===== src/dbg_pkg.sv =====
// debug memory package
// address map, widths, abstract command types, error codes and instruction encoders

package dbg_pkg;

  // 12-bit offset into the debug memory window
  typedef logic [11:0] dbg_addr_t;
  // bus and instruction word
  typedef logic [31:0] word_t;

  // --------------------
  // address map
  // --------------------
  // mailboxes written by the hart
  localparam dbg_addr_t HaltedAddr    = 12'h100;
  localparam dbg_addr_t GoingAddr     = 12'h104;
  localparam dbg_addr_t ResumingAddr  = 12'h108;
  localparam dbg_addr_t ExceptionAddr = 12'h10C;
  // variable jump slot
  localparam dbg_addr_t WhereToAddr   = 12'h300;

  localparam int unsigned DataCount        = 2;
  localparam int unsigned ProgBufSize      = 8;
  localparam int unsigned AbstractCmdWords = 10;

  localparam dbg_addr_t DataAddr            = 12'h380;
  localparam dbg_addr_t DataEndAddr         = DataAddr + 12'(4 * DataCount) - 12'd1;
  localparam dbg_addr_t ProgBufBaseAddr     = DataAddr - 12'(4 * ProgBufSize);
  localparam dbg_addr_t ProgBufEndAddr      = DataAddr - 12'd1;
  localparam dbg_addr_t AbstractCmdBaseAddr = 12'h338;
  localparam dbg_addr_t AbstractCmdEndAddr  = ProgBufBaseAddr - 12'd1;
  // per-hart go and resume flags, one byte each
  localparam dbg_addr_t FlagsBaseAddr = 12'h400;
  localparam dbg_addr_t FlagsEndAddr  = 12'h7FF;
  // entry points of the hart into the debug window
  localparam dbg_addr_t HaltAddress   = 12'h800;
  localparam dbg_addr_t ResumeAddress = 12'h804;

  // largest aarsize plus one
  localparam int unsigned MaxAar = 3;
  localparam logic [11:0] CsrDscratch0 = 12'h7B2;

  // --------------------
  // abstract commands
  // --------------------
  typedef enum logic [7:0] {
    AccessRegister = 8'h0,
    QuickAccess    = 8'h1,
    AccessMemory   = 8'h2
  } cmdtype_e;

  typedef struct packed {
    logic        zero1;
    logic [2:0]  aarsize;
    logic        aarpostincrement;
    logic        postexec;
    logic        transfer;
    logic        write;
    logic [15:0] regno;
  } ac_ar_cmd_t;

  typedef struct packed {
    cmdtype_e    cmdtype;
    logic [23:0] control;
  } command_t;

  typedef enum logic [2:0] {
    CmdErrNone         = 3'd0,
    CmdErrNotSupported = 3'd2,
    CmdErrException    = 3'd3,
    CmdErrHaltResume   = 3'd4
  } cmderr_e;

  // hart-side memory bus, one master
  typedef struct packed {
    logic       req;
    logic       we;
    word_t      addr;
    word_t      wdata;
    logic [3:0] be;
  } bus_req_t;

  // --------------------
  // RV32 encoders
  // --------------------
  function automatic word_t jal(logic [4:0] rd, logic [20:0] imm);
    return {imm[20], imm[10:1], imm[11], imm[19:12], rd, 7'h6f};
  endfunction

  // lb/lh/lw picked by size
  function automatic word_t load(logic [1:0] size, logic [4:0] dest, logic [4:0] base,
                                 logic [11:0] offset);
    return {offset, base, 1'b0, size, dest, 7'h03};
  endfunction

  // sb/sh/sw picked by size
  function automatic word_t store(logic [1:0] size, logic [4:0] src, logic [4:0] base,
                                  logic [11:0] offset);
    return {offset[11:5], src, base, 1'b0, size, offset[4:0], 7'h23};
  endfunction

  // csrrs dest, csr, x0
  function automatic word_t csrr(logic [11:0] csr, logic [4:0] dest);
    return {csr, 5'h0, 3'h2, dest, 7'h73};
  endfunction

  // csrrw x0, csr, rs1
  function automatic word_t csrw(logic [11:0] csr, logic [4:0] rs1);
    return {csr, rs1, 3'h1, 5'h0, 7'h73};
  endfunction

  function automatic word_t ebreak();
    return 32'h0010_0073;
  endfunction

  // addi x0, x0, 0
  function automatic word_t nop();
    return 32'h0000_0013;
  endfunction

  function automatic word_t illegal();
    return 32'h0000_0000;
  endfunction

endpackage


===== src/hart_status.sv =====
// per-hart halted and resuming flags
// set from hart mailbox writes, cleared by the debugger or ndmreset

`timescale 1ns/1ps

module hart_status #(
  parameter int unsigned NrHarts = 4
) (
  input  logic                  clk_i,
  input  logic                  rst_ni,
  input  logic                  ndmreset_i,
  input  logic [19:0]           hartsel_i,
  input  logic                  clear_resumeack_i,
  input  logic                  halted_wr_i,
  input  logic                  resuming_wr_i,
  input  logic [((NrHarts == 1) ? 1 : $clog2(NrHarts))-1:0] wr_hart_i,
  output logic [NrHarts-1:0]    halted_o,
  output logic [NrHarts-1:0]    resuming_o
);
  localparam int unsigned HartSelLen = (NrHarts == 1) ? 1 : $clog2(NrHarts);

  logic [HartSelLen-1:0] hartsel;
  logic [NrHarts-1:0]    halted_d, halted_q;
  logic [NrHarts-1:0]    resuming_d, resuming_q;

  assign hartsel    = hartsel_i[HartSelLen-1:0];
  assign halted_o   = halted_q;
  assign resuming_o = resuming_q;

  always_comb begin
    halted_d   = halted_q;
    resuming_d = resuming_q;
    for (int unsigned h = 0; h < NrHarts; h++) begin
      // debugger acknowledges the resume of the selected hart
      if (clear_resumeack_i && hartsel == HartSelLen'(h)) begin
        resuming_d[h] = 1'b0;
      end
      // hart writes win over the acknowledge
      if (wr_hart_i == HartSelLen'(h)) begin
        if (halted_wr_i) begin
          halted_d[h] = 1'b1;
        end
        if (resuming_wr_i) begin
          halted_d[h]   = 1'b0;
          resuming_d[h] = 1'b1;
        end
      end
    end
    if (ndmreset_i) begin
      halted_d   = '0;
      resuming_d = '0;
    end
  end

  always_ff @(posedge clk_i or negedge rst_ni) begin
    if (!rst_ni) begin
      halted_q   <= '0;
      resuming_q <= '0;
    end else begin
      halted_q   <= halted_d;
      resuming_q <= resuming_d;
    end
  end

  // a hart that just announced its resume is no longer halted
  a_resume_clears_halt : assert property (@(posedge clk_i) disable iff (!rst_ni)
    resuming_wr_i |=> !(halted_q[$past(wr_hart_i)] && resuming_q[$past(wr_hart_i)]));

endmodule


===== src/cmd_ctrl.sv =====
// command and resume FSM
// drives go, resume and busy, reports abstract command errors

`timescale 1ns/1ps

module cmd_ctrl import dbg_pkg::*; #(
  parameter int unsigned NrHarts = 4
) (
  input  logic               clk_i,
  input  logic               rst_ni,
  input  logic [19:0]        hartsel_i,
  input  logic               cmd_valid_i,
  input  logic [NrHarts-1:0] haltreq_i,
  input  logic [NrHarts-1:0] resumereq_i,
  input  logic [NrHarts-1:0] halted_i,
  input  logic [NrHarts-1:0] resuming_i,
  input  logic               unsupported_i,
  input  logic               going_i,
  input  logic               exception_i,
  input  logic               halted_wr_i,
  output logic               go_o,
  output logic               resume_o,
  output logic               cmdbusy_o,
  output logic               cmderror_valid_o,
  output cmderr_e            cmderror_o
);
  localparam int unsigned HartSelLen     = (NrHarts == 1) ? 1 : $clog2(NrHarts);
  localparam int unsigned NrHartsAligned = 2**HartSelLen;

  typedef enum logic [1:0] {Idle, Go, Resume, CmdExecuting} state_e;
  state_e state_d, state_q;

  logic [HartSelLen-1:0]     hartsel;
  logic [NrHartsAligned-1:0] halted, resuming, haltreq, resumereq;

  // pad to a power of two so hartsel never indexes out of range
  assign hartsel   = hartsel_i[HartSelLen-1:0];
  assign halted    = NrHartsAligned'(halted_i);
  assign resuming  = NrHartsAligned'(resuming_i);
  assign haltreq   = NrHartsAligned'(haltreq_i);
  assign resumereq = NrHartsAligned'(resumereq_i);

  always_comb begin
    state_d          = state_q;
    go_o             = 1'b0;
    resume_o         = 1'b0;
    cmdbusy_o        = 1'b1;
    cmderror_valid_o = 1'b0;
    cmderror_o       = CmdErrNone;
    unique case (state_q)
      Idle: begin
        cmdbusy_o = 1'b0;
        if (cmd_valid_i && halted[hartsel] && !unsupported_i) begin
          state_d = Go;
        end else if (cmd_valid_i) begin
          // commands need a halted hart
          cmderror_valid_o = 1'b1;
          cmderror_o       = CmdErrHaltResume;
        end
        // resume only a halted hart that has acked its last resume
        if (resumereq[hartsel] && !resuming[hartsel] && !haltreq[hartsel] &&
            halted[hartsel]) begin
          state_d = Resume;
        end
      end
      Go: begin
        go_o = 1'b1;
        // hart picked up the program
        if (going_i) begin
          state_d = CmdExecuting;
        end
      end
      Resume: begin
        resume_o = 1'b1;
        if (resuming[hartsel]) begin
          state_d = Idle;
        end
      end
      CmdExecuting: begin
        // back in the park loop, command done
        if (halted_wr_i) begin
          state_d = Idle;
        end
      end
      default: state_d = Idle;
    endcase

    // reported once, on the strobe
    if (cmd_valid_i && unsupported_i) begin
      cmderror_valid_o = 1'b1;
      cmderror_o       = CmdErrNotSupported;
    end
    // exception outranks everything
    if (exception_i) begin
      cmderror_valid_o = 1'b1;
      cmderror_o       = CmdErrException;
    end
  end

  always_ff @(posedge clk_i or negedge rst_ni) begin
    if (!rst_ni) begin
      state_q <= Idle;
    end else begin
      state_q <= state_d;
    end
  end

  a_go_resume_excl : assert property (@(posedge clk_i) disable iff (!rst_ni)
    !(go_o && resume_o));

endmodule


===== src/abstract_cmd_gen.sv =====
// abstract command program generator
// ten-word Access Register program for GPR and CSR transfers

`timescale 1ns/1ps

module abstract_cmd_gen import dbg_pkg::*; (
  input  command_t                     cmd_i,
  output word_t [AbstractCmdWords-1:0] prog_o,
  output logic                         unsupported_o
);
  // s0 is the scratch register for CSR moves
  localparam logic [4:0] S0 = 5'd8;

  ac_ar_cmd_t ac_ar;

  assign ac_ar = ac_ar_cmd_t'(cmd_i.control);

  always_comb begin
    unsupported_o = 1'b0;
    // --------------------
    // default program
    // --------------------
    // word 0 traps if the hart lands here without a transfer
    prog_o[0] = illegal();
    for (int unsigned i = 1; i < AbstractCmdWords - 1; i++) begin
      prog_o[i] = nop();
    end
    prog_o[AbstractCmdWords-1] = ebreak();

    if (cmd_i.cmdtype != AccessRegister || 32'(ac_ar.aarsize) >= MaxAar ||
        ac_ar.aarpostincrement || ac_ar.regno[15:14] != 2'b00) begin
      // leave straight away
      unsupported_o = 1'b1;
      prog_o[0]     = ebreak();
    end else if (ac_ar.transfer) begin
      prog_o[0] = nop();
      if (ac_ar.regno[12]) begin
        // --------------------
        // GPR
        // --------------------
        // write means data register into the GPR
        if (ac_ar.write) begin
          prog_o[2] = load(ac_ar.aarsize[1:0], ac_ar.regno[4:0], 5'd0, DataAddr);
        end else begin
          prog_o[2] = store(ac_ar.aarsize[1:0], ac_ar.regno[4:0], 5'd0, DataAddr);
        end
      end else begin
        // --------------------
        // CSR
        // --------------------
        // save s0, move through it, restore it
        prog_o[2] = csrw(CsrDscratch0, S0);
        if (ac_ar.write) begin
          prog_o[3] = load(ac_ar.aarsize[1:0], S0, 5'd0, DataAddr);
          prog_o[4] = csrw(ac_ar.regno[11:0], S0);
        end else begin
          prog_o[3] = csrr(ac_ar.regno[11:0], S0);
          prog_o[4] = store(ac_ar.aarsize[1:0], S0, 5'd0, DataAddr);
        end
        prog_o[5] = csrr(CsrDscratch0, S0);
      end
    end

    // fall through into the program buffer
    if (ac_ar.postexec && !unsupported_o) begin
      prog_o[AbstractCmdWords-1] = nop();
    end
  end

endmodule


===== src/mem_decode.sv =====
// hart bus decode
// mailbox strobes, data register merge and the registered read mux

`timescale 1ns/1ps

module mem_decode import dbg_pkg::*; #(
  parameter int unsigned NrHarts = 4
) (
  input  logic                         clk_i,
  input  logic                         rst_ni,
  input  bus_req_t                     bus_i,
  input  logic [19:0]                  hartsel_i,
  input  logic [NrHarts-1:0]           resumereq_i,
  input  command_t                     cmd_i,
  input  logic                         cmdbusy_i,
  input  logic                         go_i,
  input  logic                         resume_i,
  input  word_t [AbstractCmdWords-1:0] prog_i,
  input  word_t [ProgBufSize-1:0]      progbuf_i,
  input  word_t [DataCount-1:0]        data_i,
  output word_t                        rdata_o,
  output word_t [DataCount-1:0]        data_o,
  output logic                         data_valid_o,
  output logic                         halted_wr_o,
  output logic                         resuming_wr_o,
  output logic [((NrHarts == 1) ? 1 : $clog2(NrHarts))-1:0] wr_hart_o,
  output logic                         going_o,
  output logic                         exception_o
);
  localparam int unsigned HartSelLen     = (NrHarts == 1) ? 1 : $clog2(NrHarts);
  localparam int unsigned NrHartsAligned = 2**HartSelLen;
  localparam int unsigned DataIdxW       = (DataCount > 1) ? $clog2(DataCount) : 1;
  localparam int unsigned ProgBufIdxW    = $clog2(ProgBufSize);
  localparam int unsigned AbsIdxW        = $clog2(AbstractCmdWords);

  dbg_addr_t                 addr, hart_off, flag_off;
  logic [HartSelLen-1:0]     hartsel;
  logic [NrHartsAligned-1:0] resumereq;
  logic [DataIdxW-1:0]       data_idx;
  logic [ProgBufIdxW-1:0]    pb_idx;
  logic [AbsIdxW-1:0]        ac_idx;
  logic [3:0][7:0]           flag_bytes;
  ac_ar_cmd_t                ac_ar;
  word_t                     rdata_d, rdata_q;

  assign addr      = bus_i.addr[11:0];
  assign hartsel   = hartsel_i[HartSelLen-1:0];
  assign resumereq = NrHartsAligned'(resumereq_i);
  assign wr_hart_o = bus_i.wdata[HartSelLen-1:0];
  assign ac_ar     = ac_ar_cmd_t'(cmd_i.control);
  assign rdata_o   = rdata_q;

  // word index inside each window
  assign data_idx = DataIdxW'(addr[11:2] - DataAddr[11:2]);
  assign pb_idx   = ProgBufIdxW'(addr[11:2] - ProgBufBaseAddr[11:2]);
  assign ac_idx   = AbsIdxW'(addr[11:2] - AbstractCmdBaseAddr[11:2]);
  // flags word of the polling hart, byte offsets from the flags base
  assign hart_off = dbg_addr_t'(hartsel);
  assign flag_off = {addr[11:2], 2'b00} - FlagsBaseAddr;

  // --------------------
  // writes
  // --------------------
  always_comb begin
    halted_wr_o   = 1'b0;
    resuming_wr_o = 1'b0;
    going_o       = 1'b0;
    exception_o   = 1'b0;
    data_valid_o  = 1'b0;
    data_o        = data_i;
    if (bus_i.req && bus_i.we) begin
      unique case (addr) inside
        HaltedAddr:    halted_wr_o   = 1'b1;
        GoingAddr:     going_o       = 1'b1;
        ResumingAddr:  resuming_wr_o = 1'b1;
        ExceptionAddr: exception_o   = 1'b1;
        [DataAddr:DataEndAddr]: begin
          data_valid_o = 1'b1;
          // byte merge over the debugger's copy
          for (int unsigned i = 0; i < 4; i++) begin
            if (bus_i.be[i]) begin
              data_o[data_idx][i*8 +: 8] = bus_i.wdata[i*8 +: 8];
            end
          end
        end
        default: ;
      endcase
    end
  end

  // --------------------
  // reads
  // --------------------
  always_comb begin
    flag_bytes = '0;
    rdata_d    = rdata_q;
    if (bus_i.req && !bus_i.we) begin
      unique case (addr) inside
        WhereToAddr: begin
          rdata_d = '0;
          if (resumereq[hartsel]) begin
            rdata_d = jal(5'd0, 21'(ResumeAddress - WhereToAddr));
          end
          // a running command overrides the resume jump
          if (cmdbusy_i) begin
            if (cmd_i.cmdtype == AccessRegister && !ac_ar.transfer && ac_ar.postexec) begin
              rdata_d = jal(5'd0, 21'(ProgBufBaseAddr - WhereToAddr));
            end else begin
              rdata_d = jal(5'd0, 21'(AbstractCmdBaseAddr - WhereToAddr));
            end
          end
        end
        [DataAddr:DataEndAddr]:                   rdata_d = data_i[data_idx];
        [ProgBufBaseAddr:ProgBufEndAddr]:         rdata_d = progbuf_i[pb_idx];
        [AbstractCmdBaseAddr:AbstractCmdEndAddr]: rdata_d = prog_i[ac_idx];
        [FlagsBaseAddr:FlagsEndAddr]: begin
          // only the selected hart sees go and resume
          if (flag_off == {hart_off[11:2], 2'b00}) begin
            flag_bytes[hart_off[1:0]] = {6'b0, resume_i, go_i};
          end
          rdata_d = flag_bytes;
        end
        // no ROM behind the halt address
        [HaltAddress:12'hFFF]: rdata_d = '0;
        default:               rdata_d = '0;
      endcase
    end
  end

  always_ff @(posedge clk_i or negedge rst_ni) begin
    if (!rst_ni) begin
      rdata_q <= '0;
    end else begin
      rdata_q <= rdata_d;
    end
  end

endmodule


===== src/dbg_mem.sv =====
// debug memory top level
// hart bookkeeping, command FSM, program generator and bus decode

`timescale 1ns/1ps

module dbg_mem import dbg_pkg::*; #(
  parameter int unsigned NrHarts = 4
) (
  input  logic                    clk_i,
  input  logic                    rst_ni,
  input  logic                    ndmreset_i,
  // hart bus
  input  bus_req_t                bus_i,
  output word_t                   rdata_o,
  // run control
  input  logic [19:0]             hartsel_i,
  input  logic [NrHarts-1:0]      haltreq_i,
  input  logic [NrHarts-1:0]      resumereq_i,
  input  logic                    clear_resumeack_i,
  output logic [NrHarts-1:0]      debug_req_o,
  output logic [NrHarts-1:0]      halted_o,
  output logic [NrHarts-1:0]      resuming_o,
  // program buffer and data registers
  input  word_t [ProgBufSize-1:0] progbuf_i,
  input  word_t [DataCount-1:0]   data_i,
  output word_t [DataCount-1:0]   data_o,
  output logic                    data_valid_o,
  // abstract commands
  input  logic                    cmd_valid_i,
  input  command_t                cmd_i,
  output logic                    cmderror_valid_o,
  output cmderr_e                 cmderror_o,
  output logic                    cmdbusy_o
);
  localparam int unsigned HartSelLen = (NrHarts == 1) ? 1 : $clog2(NrHarts);

  logic                         halted_wr, resuming_wr, going, exception;
  logic [HartSelLen-1:0]        wr_hart;
  logic                         go, resume, unsupported;
  word_t [AbstractCmdWords-1:0] prog;

  // halt requests go straight to the harts
  assign debug_req_o = haltreq_i;

  hart_status #(
    .NrHarts (NrHarts)
  ) u_hart_status (
    .clk_i             (clk_i),
    .rst_ni            (rst_ni),
    .ndmreset_i        (ndmreset_i),
    .hartsel_i         (hartsel_i),
    .clear_resumeack_i (clear_resumeack_i),
    .halted_wr_i       (halted_wr),
    .resuming_wr_i     (resuming_wr),
    .wr_hart_i         (wr_hart),
    .halted_o          (halted_o),
    .resuming_o        (resuming_o)
  );

  cmd_ctrl #(
    .NrHarts (NrHarts)
  ) u_cmd_ctrl (
    .clk_i            (clk_i),
    .rst_ni           (rst_ni),
    .hartsel_i        (hartsel_i),
    .cmd_valid_i      (cmd_valid_i),
    .haltreq_i        (haltreq_i),
    .resumereq_i      (resumereq_i),
    .halted_i         (halted_o),
    .resuming_i       (resuming_o),
    .unsupported_i    (unsupported),
    .going_i          (going),
    .exception_i      (exception),
    .halted_wr_i      (halted_wr),
    .go_o             (go),
    .resume_o         (resume),
    .cmdbusy_o        (cmdbusy_o),
    .cmderror_valid_o (cmderror_valid_o),
    .cmderror_o       (cmderror_o)
  );

  abstract_cmd_gen u_abstract_cmd_gen (
    .cmd_i         (cmd_i),
    .prog_o        (prog),
    .unsupported_o (unsupported)
  );

  mem_decode #(
    .NrHarts (NrHarts)
  ) u_mem_decode (
    .clk_i         (clk_i),
    .rst_ni        (rst_ni),
    .bus_i         (bus_i),
    .hartsel_i     (hartsel_i),
    .resumereq_i   (resumereq_i),
    .cmd_i         (cmd_i),
    .cmdbusy_i     (cmdbusy_o),
    .go_i          (go),
    .resume_i      (resume),
    .prog_i        (prog),
    .progbuf_i     (progbuf_i),
    .data_i        (data_i),
    .rdata_o       (rdata_o),
    .data_o        (data_o),
    .data_valid_o  (data_valid_o),
    .halted_wr_o   (halted_wr),
    .resuming_wr_o (resuming_wr),
    .wr_hart_o     (wr_hart),
    .going_o       (going),
    .exception_o   (exception)
  );

endmodule


===== config.mk =====
export PLATFORM = sky130hd
export DESIGN_NAME = dbg_mem
export DESIGN_NICKNAME = d
export VERILOG_FILES = /design/src/dbg_pkg.sv /design/src/hart_status.sv /design/src/cmd_ctrl.sv /design/src/abstract_cmd_gen.sv /design/src/mem_decode.sv /design/src/dbg_mem.sv
export SDC_FILE = /design/constraint.sdc
export NUM_CORES = 1
export LEC_CHECK = 0
export ABC_AREA = 1
export BUFFER_PORTS_ARGS = -buffer_cell sky130_fd_sc_hd__clkbuf_2
export CORE_AREA = 2 2 222 224
export CTS_CLUSTER_SIZE = 10
export DETAILED_ROUTE_END_ITERATION = 6
export DIE_AREA = 0 0 224 226
export GPL_TIMING_DRIVEN = 0
export RECOVER_POWER = 50
export SLEW_MARGIN = 40
export SYNTH_ARGS = -nofsm -noshare
export SYNTH_HDL_FRONTEND = slang
export SYNTH_SLANG_ARGS = --single-unit
export TNS_END_PERCENT = 10

===== constraint.sdc =====
create_clock -name clk_i -period 1.5 [get_ports clk_i]
set_input_delay 0.075 -clock clk_i [delete_from_list [all_inputs] [get_ports clk_i]]
set_output_delay 0.075 -clock clk_i [all_outputs]
set_load 0.05 [all_outputs]

# Word level (Yosys, flattened, before mapping)
# Cells that the tools add are included.
# W data, S select, Z words.
[op_classes] mux=104 addsub=4 n_reduce_logical=46 bitwise=1 n_eq_ne=18 order_cmp=15
[op_table] cell="$mux W64" n=13
[op_table] cell="$mux W32" n=9
[op_table] cell="$bwmux W64" n=4
[op_table] cell="$mux W128" n=2
[op_table] cell="$pmux W32 S5" n=1
[op_table] cell="$bmux W32 S4" n=1
[op_table] cell="$demux W32 S1" n=4
[op_table] cell="$bmux W32 S3" n=1
[op_table] cell="$mux W95" n=1
[op_table] cell="$eq A12 B9 Y1 const B" n=4
[op_table] cell="$mux W1" n=41
[op_table] cell="$ge A12 B10 Y1 const B" n=3
[op_table] cell="$le A12 B10 Y1 const B" n=3
[op_table] cell="$and A26 B32 Y32" n=1
[op_table] cell="$mux W31" n=1
[op_table] cell="$mux W27" n=1
[op_table] cell="$mux W25" n=1
[op_table] cell="$mux W24" n=1
[op_table] cell="$logic_and A1 B1 Y1" n=21
[op_table] cell="$mux W21" n=1
[op_table] cell="$demux W8 S2" n=1
[op_table] cell="$mux W16" n=1
[op_table] cell="$mux W8" n=2
[op_table] cell="$mux W3" n=5
[op_table] cell="34 further kinds" n=65
[totals] out_inout_bits=114 reg_bits=42

# Longest topological paths before layout
# Gate-level depths: netlist (run 1).
[depth] word_depth=21 ltp_mapped=14

# Hierarchy
# A second synthesis (run 1) with hierarchy kept.
[unflattened] hier_cells=2547 hier_area_um2=12553.3
[by_module_without_submodules] mod="mem_decode" seq_area_each_um2=800.8 area_each_um2=9172.5 instances=1 cells_per_inst=2032
[by_module_without_submodules] mod="abstract_cmd_gen" seq_area_each_um2=0.0 area_each_um2=2581.2 instances=1 cells_per_inst=385
[by_module_without_submodules] mod="hart_status" seq_area_each_um2=200.2 area_each_um2=416.6 instances=1 cells_per_inst=58
[by_module_without_submodules] mod="cmd_ctrl" seq_area_each_um2=50.0 area_each_um2=352.8 instances=1 cells_per_inst=68
[by_module_without_submodules] mod="dbg_mem" seq_area_each_um2=0.0 area_each_um2=30.0 instances=1 cells_per_inst=4

# Worst setup path before layout (run 1)
# No wires, ideal clock.
[synth_path] path_kind="input port to output port" startpoint="in bus_i[40] in the netlist's numbering" endpoint="out cmderror_o[2]" path_stages=7 path_slack_ns=-1.127 path_buffers=1 t_arrival_ns=2.552 path_cell_list="buf_2 nor2_2 nand2_1 nor2_2 nand2_1 o21ai_0 nor2_1"
[synth_between] elab_chain_len=4
[synth_lines] item="from (decl)" line="dbg_mem.sv:13" rtl="input bus_req_t bus_i,"
[synth_lines] item="$eq A12 B9 Y1 (no source line)"
[synth_lines] item="$mux W1" line="mem_decode.sv:72" rtl="unique case (addr) inside"
[synth_lines] item="$mux W1" line="mem_decode.sv:71" rtl="if (bus_i.req && bus_i.we) begin"
[synth_lines] item="$mux W3" line="cmd_ctrl.sv:94" rtl="if (exception_i) begin"
[synth_lines] item="to (decl)" line="dbg_mem.sv:32" rtl="output cmderr_e cmderror_o,"
# Every way passes these cells.

==> impl_metrics.csv, run 1 <==
group,metric,value,unit
worst_setup_path,cp.buffers_inverters,4,
worst_setup_path,critical_path_required,1420,ps
cts,cts_max_level,2,
sta,holdWs,87.8,ps
detailed_routing,ant_nets,0,
min_path,worstHoldStart,"cmd_i[0]",
cts,clkSinkCount,42,
worst_setup_path,worstReg2RegStart,"u_cmd_ctrl.state_q[1]$_DFFE_PN0P_",
worst_setup_path,worstSetupPathType,"input port to primary output",
floorplan,die_y,226,µm
sta,max_freq,592,MHz
min_path,worstHoldEndpoint,"u_mem_decode.rdata_o[7]$_DFFE_PN0P_",
global_routing,use_met1,23.7,%
global_routing,top_usage_layer,"met2",
sta,drv_slew,0,
detailed_routing,drt_first_iter_violations,689,
placement,gp_congestion,0.958,
sta,period_share,113,%
logic_synthesis,yosysUniqueCellTypes,43,
global_routing,grt_antenna_before_repair,22,
outcome,status,"finished with violations",
cts,cts_tree,"done",
detailed_routing,vias,11100,
min_path,hp-class,"input port to flop",
placement,dp_slack,-1640,ps
worst_setup_path,slowest_stage,"nor4_4",
sta,hold_viol_final,0,
logic_synthesis,syn-num-nets,1632,
sta,skew,8.22,ps
cells_and_area,syn_to_final_growth,87.7,%
worst_setup_path,crit_family,"simple AND/OR/NAND/NOR gates",
global_routing,grt_max_degree,43,
cells_and_area,final_layout_size_suffix_gt1_share,47.2,%
detailed_routing,wl,57.7,mm
logic_synthesis,ys_ff_latch,42,
sta,rsz0062_at_grt,"yes",
run,maxCapViolations,0,
detailed_routing,drc_errors,0,
worst_setup_path,worst_setup_path_end_kind,"primary output",
cells_and_area,instances_no_fill,2383,
cts,cts_made_buffers,5,
detailed_routing,first_pass_iters,5,
logic_synthesis,postSynthCellCount,1174,
cts,clock_path_buffers,2,
min_path,min_path_cells,3,
floorplan,die_x,224,µm
logic_synthesis,syn_area,6660,µm²
global_routing,first_global_vias,10900,
pwr,ir_worst_vdd,0.507,mV
worst_setup_path,slowest_delay,310,ps
worst_setup_path,startpoint_type,"input port",
worst_setup_path,path_cells,"clkbuf_16 > nor4_4 > nand3_4 > nor2_8 > buf_6 > nand3_4 > buf_12 > o21ai_4 > buf_8",
logic_synthesis,ys.warnings.count,0,
placement,portBuffers,525,
floorplan,die_area,50600,µm²
worst_setup_path,r2r_end,"u_mem_decode.rdata_o[6]$_DFFE_PN0P_",
sta,tightest_slew,1140,ps
worst_setup_path,cp_max_fo,5,
sta,setup_viol,92,
placement,dpl.hpwl,48.3,mm
placement,dp_cells,2321,
global_routing,met3_usage,2.85,%
logic_synthesis,avgSynthCellArea,5.68,µm²
detailed_routing,via_per_inst,4.65,
floorplan,rows,81,
floorplan,core_region_area,48300,µm²
worst_setup_path,rrSetupSlack,-60,ps
worst_setup_path,cpMostUsedCell,"nand3_4",
detailed_routing,wl_per_cell,24.2,µm
global_routing,grt-ovfl-total,0,
outcome,violations,"negative setup slack",
pwr,powerDensity,490,nW/µm²
pwr,p_leak,6.29,nW
global_routing,grtUsageTotal,21.6,%
cells_and_area,fin_nets,2200,
floorplan,io_pins,569,
global_routing,grt_pass1_wl,76.8,mm
worst_setup_path,cp-startpoint,"bus_i[39]",
cts,cts.clk_slew.worst_paths,70,ps
sta,min_period,1690,ps
sta,max-slew-margin-rel,24.0,%
worst_setup_path,crit_arrival,1620,ps
floorplan,start_util,13.8,%
worst_setup_path,r2r.worst_path.cells,8,
cts,root_buffer,"clkbuf_16",
sta,fin_ws,-190,ps
logic_synthesis,seq_area_frac_synth,15.8,%
cts,clk_latency,310,ps
global_routing,grtUsageMet2,40.1,%
-- metrics by stage --
stage | cell area [µm²] | power [mW] | util [%] | TNS (ps)
final | 12500 | 6.14 | 25.9 | -10810
after global routing | 12500 | 6.43 | 25.9 | -18890
after CTS | 12000 | 5.98 | 24.9 | -16790
after detailed placement | 10300 | 4.33 | 21.4 | -92380
after global placement | 10300 | 4.33 | 21.4 | -91630
after floorplan | 6930 | 2.96 | - | -24240
-- worst register-to-register path, stage by stage (launching register included) --
cell and delay [ps]:
dfrtp_2 450, nor2_4 220, inv_4 100, o21ai_4 170, o21ai_0 190, a21oi_1 160
nand2_1 60, nand2_1 50, nand2_1 50
-- logic make-up after synthesis --
kind of cell	Yosys count	synth area share (%)
buffers and inverters	177	12.0
AND/OR/NAND/NOR	619	40.9
XOR/XNOR	1	0.131
multiplexers	6	0.901
AO/OA/AOI/OAI	326	29.7
adder cells (fa/ha/maj)	3	0.563
flip-flops	42	15.8
-- repair_timing --
action                                  CTS  global route
pin swaps                                22            19
gates cloned                              2             0
endpoints found under the setup margin  112           109
buffers inserted                         26             7
hold endpoints to repair                 46             0
resized for setup                       317           147
hold buffers                              2             0
-- worst max-delay path by stage --
stage          depth (start not counted)                                   to  slack [ps]
4_1_cts                                9                           data_o[19]        -270
3_3_place_gp                          11  u_mem_decode.rdata_o[8]$_DFFE_PN0P_       -1660
5_1_grt                                9                            data_o[0]        -270
3_5_place_dp                          10  u_mem_decode.rdata_o[0]$_DFFE_PN0P_       -1640
6_report                               9                            data_o[0]        -190
2_1_floorplan                          6                        cmderror_o[2]        -310
-- metal layers --
layer  routed length, µm  vias to the layer above  part of all wire (%)
met5                  36                        -                 0.062
met4                3200                        4                   5.6
met3                3580                      135                   6.2
met2               28900                      653                    50
met1               22000                     5106                    38
li1                    -                     5175                     -
-- cells in the final DEF (no fill, tap or decap), drive strengths merged, types with 3 or more instances in the layout --
cell        n
a21oi      39
a31oi       7
buf       148
clkbuf    495
clkinvlp    5
dfrtp      42
diode      18
ha          3
inv        94
mux2i       6
nand2     355
nand3     102
nand4      19
nor2      115
nor3       13
nor4        4
o211ai      8
o21ai     148
o22a        3
o22ai      96
o31ai      17
or2        10
-- final cells by class --
class | count | area (µm²)
diodes | 18 | 45.0
plain buffers | 78 | 733
clock buffers | 5 | 125
clock inverters | 3 | 23.8
fillers | 5445 | 35800
inverters | 98 | 409
multi-input cells | 955 | 5660
flip-flops and latches | 42 | 1050
well taps | 622 | 778
repair buffers | 562 | 3680
-- sequential cells by signal, summed over array words and instances, names as in the netlist --
signal,count
u_hart_status.resuming_o,4
u_cmd_ctrl.state_q,2
u_hart_status.halted_o,4
u_mem_decode.rdata_o,32
-- Yosys cell counts --
cell	number	area, µm²
nand2_1	352	1320
nor2_1	109	409
o22ai_1	96	601
inv_1	94	353
nand3_1	93	465
o21ai_0	84	420
dfrtp_1	42	1050
a21oi_1	39	195
o21ai_1	33	165
o21ai_2	31	272
clkbuf_1	29	109
buf_2	27	135
nand4_1	19	119
o31ai_1	17	128
nor3_1	12	60.1
buf_4	11	82.6
or2_2	10	62.6
nand3_4	9	158
buf_6	8	90.1
o211ai_1	8	60.1
a31oi_1	6	37.5
mux2i_1	6	60.1
buf_1	4	15.0
nor2_2	4	25.0
ha_1	3	37.5
nand2_2	3	18.8
nor4_1	3	18.8
o22a_1	3	26.3
a22oi_1	2	15.0
clkinv_1	2	7.51
inv_2	2	7.51
o21a_1	2	15.0
a211oi_1	1	7.51
a31oi_2	1	12.5
nand3b_1	1	7.51
nor2_4	1	11.3
nor2_8	1	20.0
nor3_2	1	10.0
nor4_4	1	21.3
o21bai_1	1	7.51
o221ai_1	1	8.76
o41ai_1	1	8.76
xor2_1	1	8.76
-- power breakdown --
part	internal [mW]	switching (mW)
registers	1.20	0.0680
logic	1.39	2.30
clock network	0.625	0.555
total	3.21	2.92
(Power assumes the default switching activity.)
==> run 2, diff against run 1 <==
--- a/config.mk
+++ b/config.mk
@@ -7,12 +7,14 @@
 export LEC_CHECK = 0
 export ABC_AREA = 1
 export BUFFER_PORTS_ARGS = -buffer_cell sky130_fd_sc_hd__clkbuf_2
-export CORE_AREA = 2 2 222 224
+export CORE_AREA = 3 3 223 225
 export CTS_CLUSTER_SIZE = 10
 export DETAILED_ROUTE_END_ITERATION = 6
-export DIE_AREA = 0 0 224 226
+export DIE_AREA = 0 0 226 228
 export GPL_TIMING_DRIVEN = 0
+export MAX_ROUTING_LAYER = met4
 export RECOVER_POWER = 50
+export SKIP_CTS_REPAIR_TIMING = 1
 export SLEW_MARGIN = 40
 export SYNTH_ARGS = -nofsm -noshare
 export SYNTH_HDL_FRONTEND = slang
==> run 2 against run 1 <==
Effect of this change: the run still ends with negative setup slack left; utilization shrank 0.064 points; die area grew 1.8%; largest cell class unchanged; power shrank 1.5%; highest routed layer is now met4; via count grew 0.14%.
==> impl_metrics.csv, run 2 (synthesis gave the netlist of run 1 again) <==
group,metric,value,unit
sta,setup_viol,87,
global_routing,grt_antenna_before_repair,18,
cells_and_area,final_cell_mix,"460 x clkbuf_2, 338 x nand2_1, 101 x nor2_1",
worst_setup_path,worstSetupPathType,"input port to primary output",
sta,max-slew-margin-rel,21.3,%
detailed_routing,first_pass_iters,5,
floorplan,die_area,51500,µm²
pwr,ir_worst_vdd,0.359,mV
sta,skew,5.18,ps
worst_setup_path,critical_path_required,1420,ps
placement,dpl.hpwl,49.8,mm
sta,fin_ws,-350,ps
cells_and_area,final_common_cell,"clkbuf_2",
sta,hold_viol_final,0,
min_path,min_path_cells,2,
sta,drv_slew,0,
worst_setup_path,rrSetupSlack,-90,ps
detailed_routing,drc_errors,0,
pwr,p_leak,6.33,nW
outcome,status,"finished with violations",
cells_and_area,fin_nets,2220,
worst_setup_path,endpoint,"data_o[5]",
global_routing,grt-ovfl-total,0,
cells_and_area,utilization,25.8,%
worst_setup_path,cp_max_fo,8,
worst_setup_path,worstReg2RegStart,"u_cmd_ctrl.state_q[1]$_DFFE_PN0P_",
cells_and_area,instances_no_fill,2393,
floorplan,rows,80,
global_routing,grt_pass1_wl,77.6,mm
worst_setup_path,worst_setup_path_end_kind,"primary output",
outcome,violations,"negative setup slack",
global_routing,first_global_vias,10800,
cells_and_area,final_layout_size_suffix_gt1_share,47.2,%
cts,cts_made_buffers,5,
detailed_routing,vias,11100,
floorplan,die_y,228,µm
global_routing,grt_max_degree,43,
run,maxCapViolations,0,
worst_setup_path,r2r_end,"u_mem_decode.rdata_o[0]$_DFFE_PN0P_",
sta,min_period,1850,ps
sta,rsz0062_at_grt,"yes",
detailed_routing,ant_nets,0,
sta,tightest_slew,1180,ps
floorplan,core_region_area,47700,µm²
sta,period_share,123,%
cells_and_area,syn_to_final_growth,85.0,%
cells_and_area,largest_register_ffs,32,
floorplan,io_pins,569,
cts,clock_path_buffers,2,
placement,portBuffers,525,
global_routing,grtUsageTotal,21.7,%
worst_setup_path,startpoint_type,"input port",
cts,clk_latency,290,ps
worst_setup_path,r2r.worst_path.cells,8,
placement,gp_congestion,0.999,
cts,clkSinkCount,42,
cts,cts_max_level,2,
sta,setup_tns,-17630,ps
min_path,hp-class,"input port to flop",
floorplan,start_util,14.0,%
detailed_routing,wl_per_cell,24.6,µm
detailed_routing,drt_first_iter_violations,662,
detailed_routing,via_per_inst,4.63,
placement,dp_cells,2314,
floorplan,die_x,226,µm
sta,max_freq,540,MHz
detailed_routing,wl,58.8,mm
cts,cts_tree,"done",
worst_setup_path,cp-startpoint,"bus_i[39]",
pwr,powerDensity,490,nW/µm²
cts,root_buffer,"clkbuf_16",
cts,cts.clk_slew.worst_paths,60,ps
worst_setup_path,crit_arrival,1780,ps
## run 2: critical path: stages
cell and delay (ps):
buf_12 110, nor4_4 300, nand3_4 200, nor2_8 210, buf_6 120, nand3_4 130, clkbuf_16 220, o21ai_4 210
buf_8 180
## run 2: layout make-up
type                            instances  area [µm²]
Fill cell                            5414       35400
Multi-Input combinational cell        955        5560
Timing Repair Buffer                  581        3590
Sequential cell                        42        1050
Tap cell                              615         769
Buffer                                 78         758
Inverter                               98         409
Clock buffer                            6         129
Antenna cell                           15        37.5
Clock inverter                          2        13.8
Timing Repair inverter                  1        5.00
## run 2: metrics by stage
stage	hold slack, ps	power [mW]	worst slack (ps)	cell area, µm²
after floorplan	-221	2.96	-307	6930
after global placement	312	4.35	-1680	10300
after detailed placement	173	4.35	-1630	10300
after CTS	-143	5.48	-1330	10500
after global routing	30.1	6.36	-392	12300
final	9.03	6.04	-350	12300
## run 2: layer usage
layer / wire length, µm / global-route usage, % / vias to the layer above
met1: 22500 / 23.9 / 5143
met4: 2630 / 8.14 / 0
met3: 4020 / 3.25 / 98
met5: 0 / - / -
li1: - / - / 5219
met2: 29700 / 39.4 / 628
## run 2: worst min-delay path by stage
stage | end | startpoint
finish | u_hart_status.resuming_o[3]$_DFF_PN0_ | ndmreset_i
global placement | u_hart_status.resuming_o[3]$_DFF_PN0_ | ndmreset_i
floorplan | u_cmd_ctrl.state_q[0]$_DFFE_PN0P_ | rst_ni
detailed placement | u_hart_status.halted_o[3]$_DFFE_PN0P_ | rst_ni
global route | u_hart_status.resuming_o[0]$_DFF_PN0_ | ndmreset_i
CTS | u_mem_decode.rdata_o[16]$_DFFE_PN0P_ | rst_ni
## run 2: report_power, final
group          internal (mW)  switching [mW]
combinational           1.38            2.29
clock                  0.619           0.490
sequential              1.20          0.0651
total                   3.20            2.84
==> run 3, diff against run 2 <==
--- a/config.mk
+++ b/config.mk
@@ -7,10 +7,10 @@
 export LEC_CHECK = 0
 export ABC_AREA = 1
 export BUFFER_PORTS_ARGS = -buffer_cell sky130_fd_sc_hd__clkbuf_2
-export CORE_AREA = 3 3 223 225
+export CORE_AREA = 3 3 222 224
 export CTS_CLUSTER_SIZE = 10
 export DETAILED_ROUTE_END_ITERATION = 6
-export DIE_AREA = 0 0 226 228
+export DIE_AREA = 0 0 225 227
 export GPL_TIMING_DRIVEN = 0
 export MAX_ROUTING_LAYER = met4
 export RECOVER_POWER = 50
@@ -18,5 +18,6 @@
 export SLEW_MARGIN = 40
 export SYNTH_ARGS = -nofsm -noshare
 export SYNTH_HDL_FRONTEND = slang
+export SYNTH_HIERARCHICAL = 1
 export SYNTH_SLANG_ARGS = --single-unit
 export TNS_END_PERCENT = 10
==> run 3 against run 2 <==
Effect of this change: the run still ends with negative setup slack left; highest routed layer unchanged; design area rose by 58%; clock power rose by 15%; cell count rose by 68%; critical path depth rose by 4; synthesized cell count rose by 120%.
==> impl_metrics.csv, run 3 <==
group,metric,value,unit
worst_setup_path,slowest_delay,230,ps
placement,dpl.hpwl,60.7,mm
worst_setup_path,slowest_stage,"buf_4",
cells_and_area,final_layout_size_suffix_gt1_share,36.2,%
logic_synthesis,synthTopCellsByCount,"791 x nand2_1, 515 x nor2_1, 289 x inv_1",
sta,max_freq,486,MHz
cts,cts_max_level,2,
logic_synthesis,seq_area_frac_synth,8.37,%
global_routing,grt_antenna_before_repair,9,
logic_synthesis,async_flop_share,100,%
pwr,p_leak,11.4,nW
outcome,violations,"negative setup slack",
worst_setup_path,worstReg2RegStart,"u_cmd_ctrl/state_q[1]$_DFFE_PN0P_",
sta,min_period,2060,ps
pwr,powerDensity,448,nW/µm²
cts,root_buffer,"clkbuf_16",
global_routing,grt-ovfl-total,0,
detailed_routing,drc_errors,0,
detailed_routing,vias,17800,
cts,cts_made_buffers,5,
worst_setup_path,crit_arrival,1980,ps
worst_setup_path,r2r.worst_path.cells,9,
sta,tightest_slew,1080,ps
worst_setup_path,cp.buffers_inverters,5,
placement,portBuffers,528,
sta,setup_viol,109,
global_routing,first_global_vias,15800,
sta,skew,7.63,ps
cts,clock_path_buffers,2,
sta,max-slew-margin-rel,28.1,%
worst_setup_path,rrSetupSlack,-70,ps
worst_setup_path,worstSetupPathType,"input port to primary output",
logic_synthesis,ys.warnings.count,6,
floorplan,io_pins,569,
logic_synthesis,synth_top_family_by_area,"simple AND/OR/NAND/NOR gates",
cts,cts.clk_slew.worst_paths,70,ps
logic_synthesis,synth_fa_ha_area_share,0.199,%
global_routing,grtUsageTotal,27.3,%
cts,clk_latency,300,ps
logic_synthesis,synth-main-ff-cell,"dfrtp_1",
floorplan,die_y,227,µm
logic_synthesis,synth_xor_area_share,0,%
outcome,status,"finished with violations",
run,maxCapViolations,0,
cells_and_area,final_cell_mix,"726 x nand2_1, 486 x clkbuf_2, 476 x nor2_1",
detailed_routing,wl,73.4,mm
logic_synthesis,syn_area,12600,µm²
detailed_routing,wl_per_cell,18.3,µm
logic_synthesis,synth_edf_count,0,
sta,fin_ws,-558,ps
min_path,min_path_cells,2,
logic_synthesis,yosysTopAreaCell,"nand2_1",
worst_setup_path,path_cells,"buf_8 > buf_8 > nor2_4 > nand2_2 > nor3_4 > buf_12 > nand2_8 > nor2_8 > nand2_8 > buf_4 > o21ai_0 > nand2_2 > buf_2",
placement,gp_congestion,0.963,
detailed_routing,ant_nets,0,
sta,holdWs,45.8,ps
logic_synthesis,synth_mux_area_share,0,%
floorplan,start_util,26.4,%
logic_synthesis,synth_compound_area_share,9.75,%
pwr,ir_worst_vdd,0.385,mV
sta,rsz0062_at_grt,"yes",
min_path,worstHoldEndpoint,"u_hart_status/resuming_o[2]$_DFF_PN0_",
sta,period_share,137,%
min_path,worstHoldStart,"ndmreset_i",
logic_synthesis,yosysUniqueCellTypes,37,
floorplan,rows,80,
sta,hold_viol_final,0,
detailed_routing,first_pass_iters,5,
logic_synthesis,avgSynthCellArea,4.93,µm²
detailed_routing,via_per_inst,4.43,
floorplan,die_area,51100,µm²
detailed_routing,drt_first_iter_violations,1649,
logic_synthesis,synth_most_common_cell,"nand2_1",
cells_and_area,final.fill_count,5339,
global_routing,grt_max_degree,43,
worst_setup_path,critical_path_required,1420,ps
sta,setup_tns,-37850,ps
worst_setup_path,startpoint_type,"input port",
worst_setup_path,cp_max_fo,10,
cells_and_area,largest_register_ffs,32,
cells_and_area,instances_no_fill,4016,
logic_synthesis,netlist.area_leader.share,23.7,%
cts,clkSinkCount,42,
floorplan,core_region_area,47500,µm²
cts,cts_tree,"done",
logic_synthesis,postSynthCellCount,2547,
worst_setup_path,crit_family,"simple AND/OR/NAND/NOR gates",
logic_synthesis,ys_ff_latch,42,
logic_synthesis,synth_area_leaders,"nand2_1 24%, buf_4 17%, nor2_1 15%, inv_1 8.6%, dfrtp_1 8.4%",
worst_setup_path,worst_setup_path_end_kind,"primary output",
floorplan,die_x,225,µm
cells_and_area,final_common_cell,"nand2_1",
global_routing,grt_pass1_wl,100,mm
placement,dp_slack,-1370,ps
cells_and_area,fin_nets,3848,
min_path,hp-class,"input port to flop",
placement,dp_cells,3931,
worst_setup_path,r2r_end,"u_mem_decode/rdata_o[24]$_DFFE_PN0P_",
placement,place_area,17200,µm²
logic_synthesis,yosys.area_share.simple,51.8,%
sta,drv_slew,0,
cells_and_area,syn_to_final_growth,54.9,%
cells_and_area,final_cell_area,19400,µm²
-- run 3: cell count changes in the layout (fill, tap and decap cells not counted), moves of 29 or more --
cell,before,now
buf_4,58,347
conb_1,0,243
o22ai_1,90,15
o21ai_0,57,98
nor2_2,4,40
nand2_2,12,65
inv_1,86,282
nor2_1,101,476
nand3_1,78,109
nand2_1,338,726
o21ai_2,49,20
-- run 3: where the power goes --
part / internal (mW) / switching [mW]
combinational: 2.25 / 3.81
clock: 0.781 / 0.501
sequential: 1.26 / 0.0967
total: 4.29 / 4.41
-- run 3: cell families (layout without fill, tap and decap cells) --
group	Yosys count	in the layout
simple gates	1571	1572
buf+inv	698	1301
compound gates	232	232
flops	42	42
fa+ha+maj	2	2
other cells	2	252
-- run 3: cell type report --
type / count / area (µm²) / area share [%]
diodes: 9 / 22.5 / 0.116
clock buffers: 5 / 125 / 0.644
well taps: 615 / 769 / 3.96
plain buffers: 396 / 3020 / 15.5
clock inverters: 3 / 40.0 / 0.206
multi-input cells: 2049 / 9470 / 48.7
flip-flops and latches: 42 / 1050 / 5.42
repair buffers: 596 / 3780 / 19.4
inverters: 301 / 1160 / 5.96
-- run 3: per-stage QoR --
step	util, %	power, mW
CTS	36.5	7.95
global route	40.9	9.22
global placement	36.2	6.64
detailed placement	36.2	6.65
finish	40.9	8.71
floorplan	-	4.68
-- run 3: worst max path at each step --
stage / slack, ps / depth (start not counted) / from / to
2_1_floorplan: -290 / 12 / bus_i[40] / data_o[13]
3_3_place_gp: -1460 / 11 / bus_i[38] / u_mem_decode/rdata_o[20]$_DFFE_PN0P_
3_5_place_dp: -1370 / 12 / bus_i[40] / u_mem_decode/rdata_o[24]$_DFFE_PN0P_
4_1_cts: -1090 / 12 / bus_i[40] / u_mem_decode/rdata_o[24]$_DFFE_PN0P_
5_1_grt: -610 / 14 / bus_i[40] / data_o[31]
6_report: -560 / 13 / bus_i[40] / data_o[62]
-- run 3: routing by layer --
| metal | vias to the layer above | global-route usage [%] | routed length, µm |
|---|---|---|---|
| met5 | - | - | 0 |
| met4 | 0 | 5.76 | 1870 |
| met3 | 96 | 3.74 | 6260 |
| met2 | 825 | 44.2 | 34000 |
| met1 | 7917 | 36.5 | 31300 |
| li1 | 8969 | - | - |
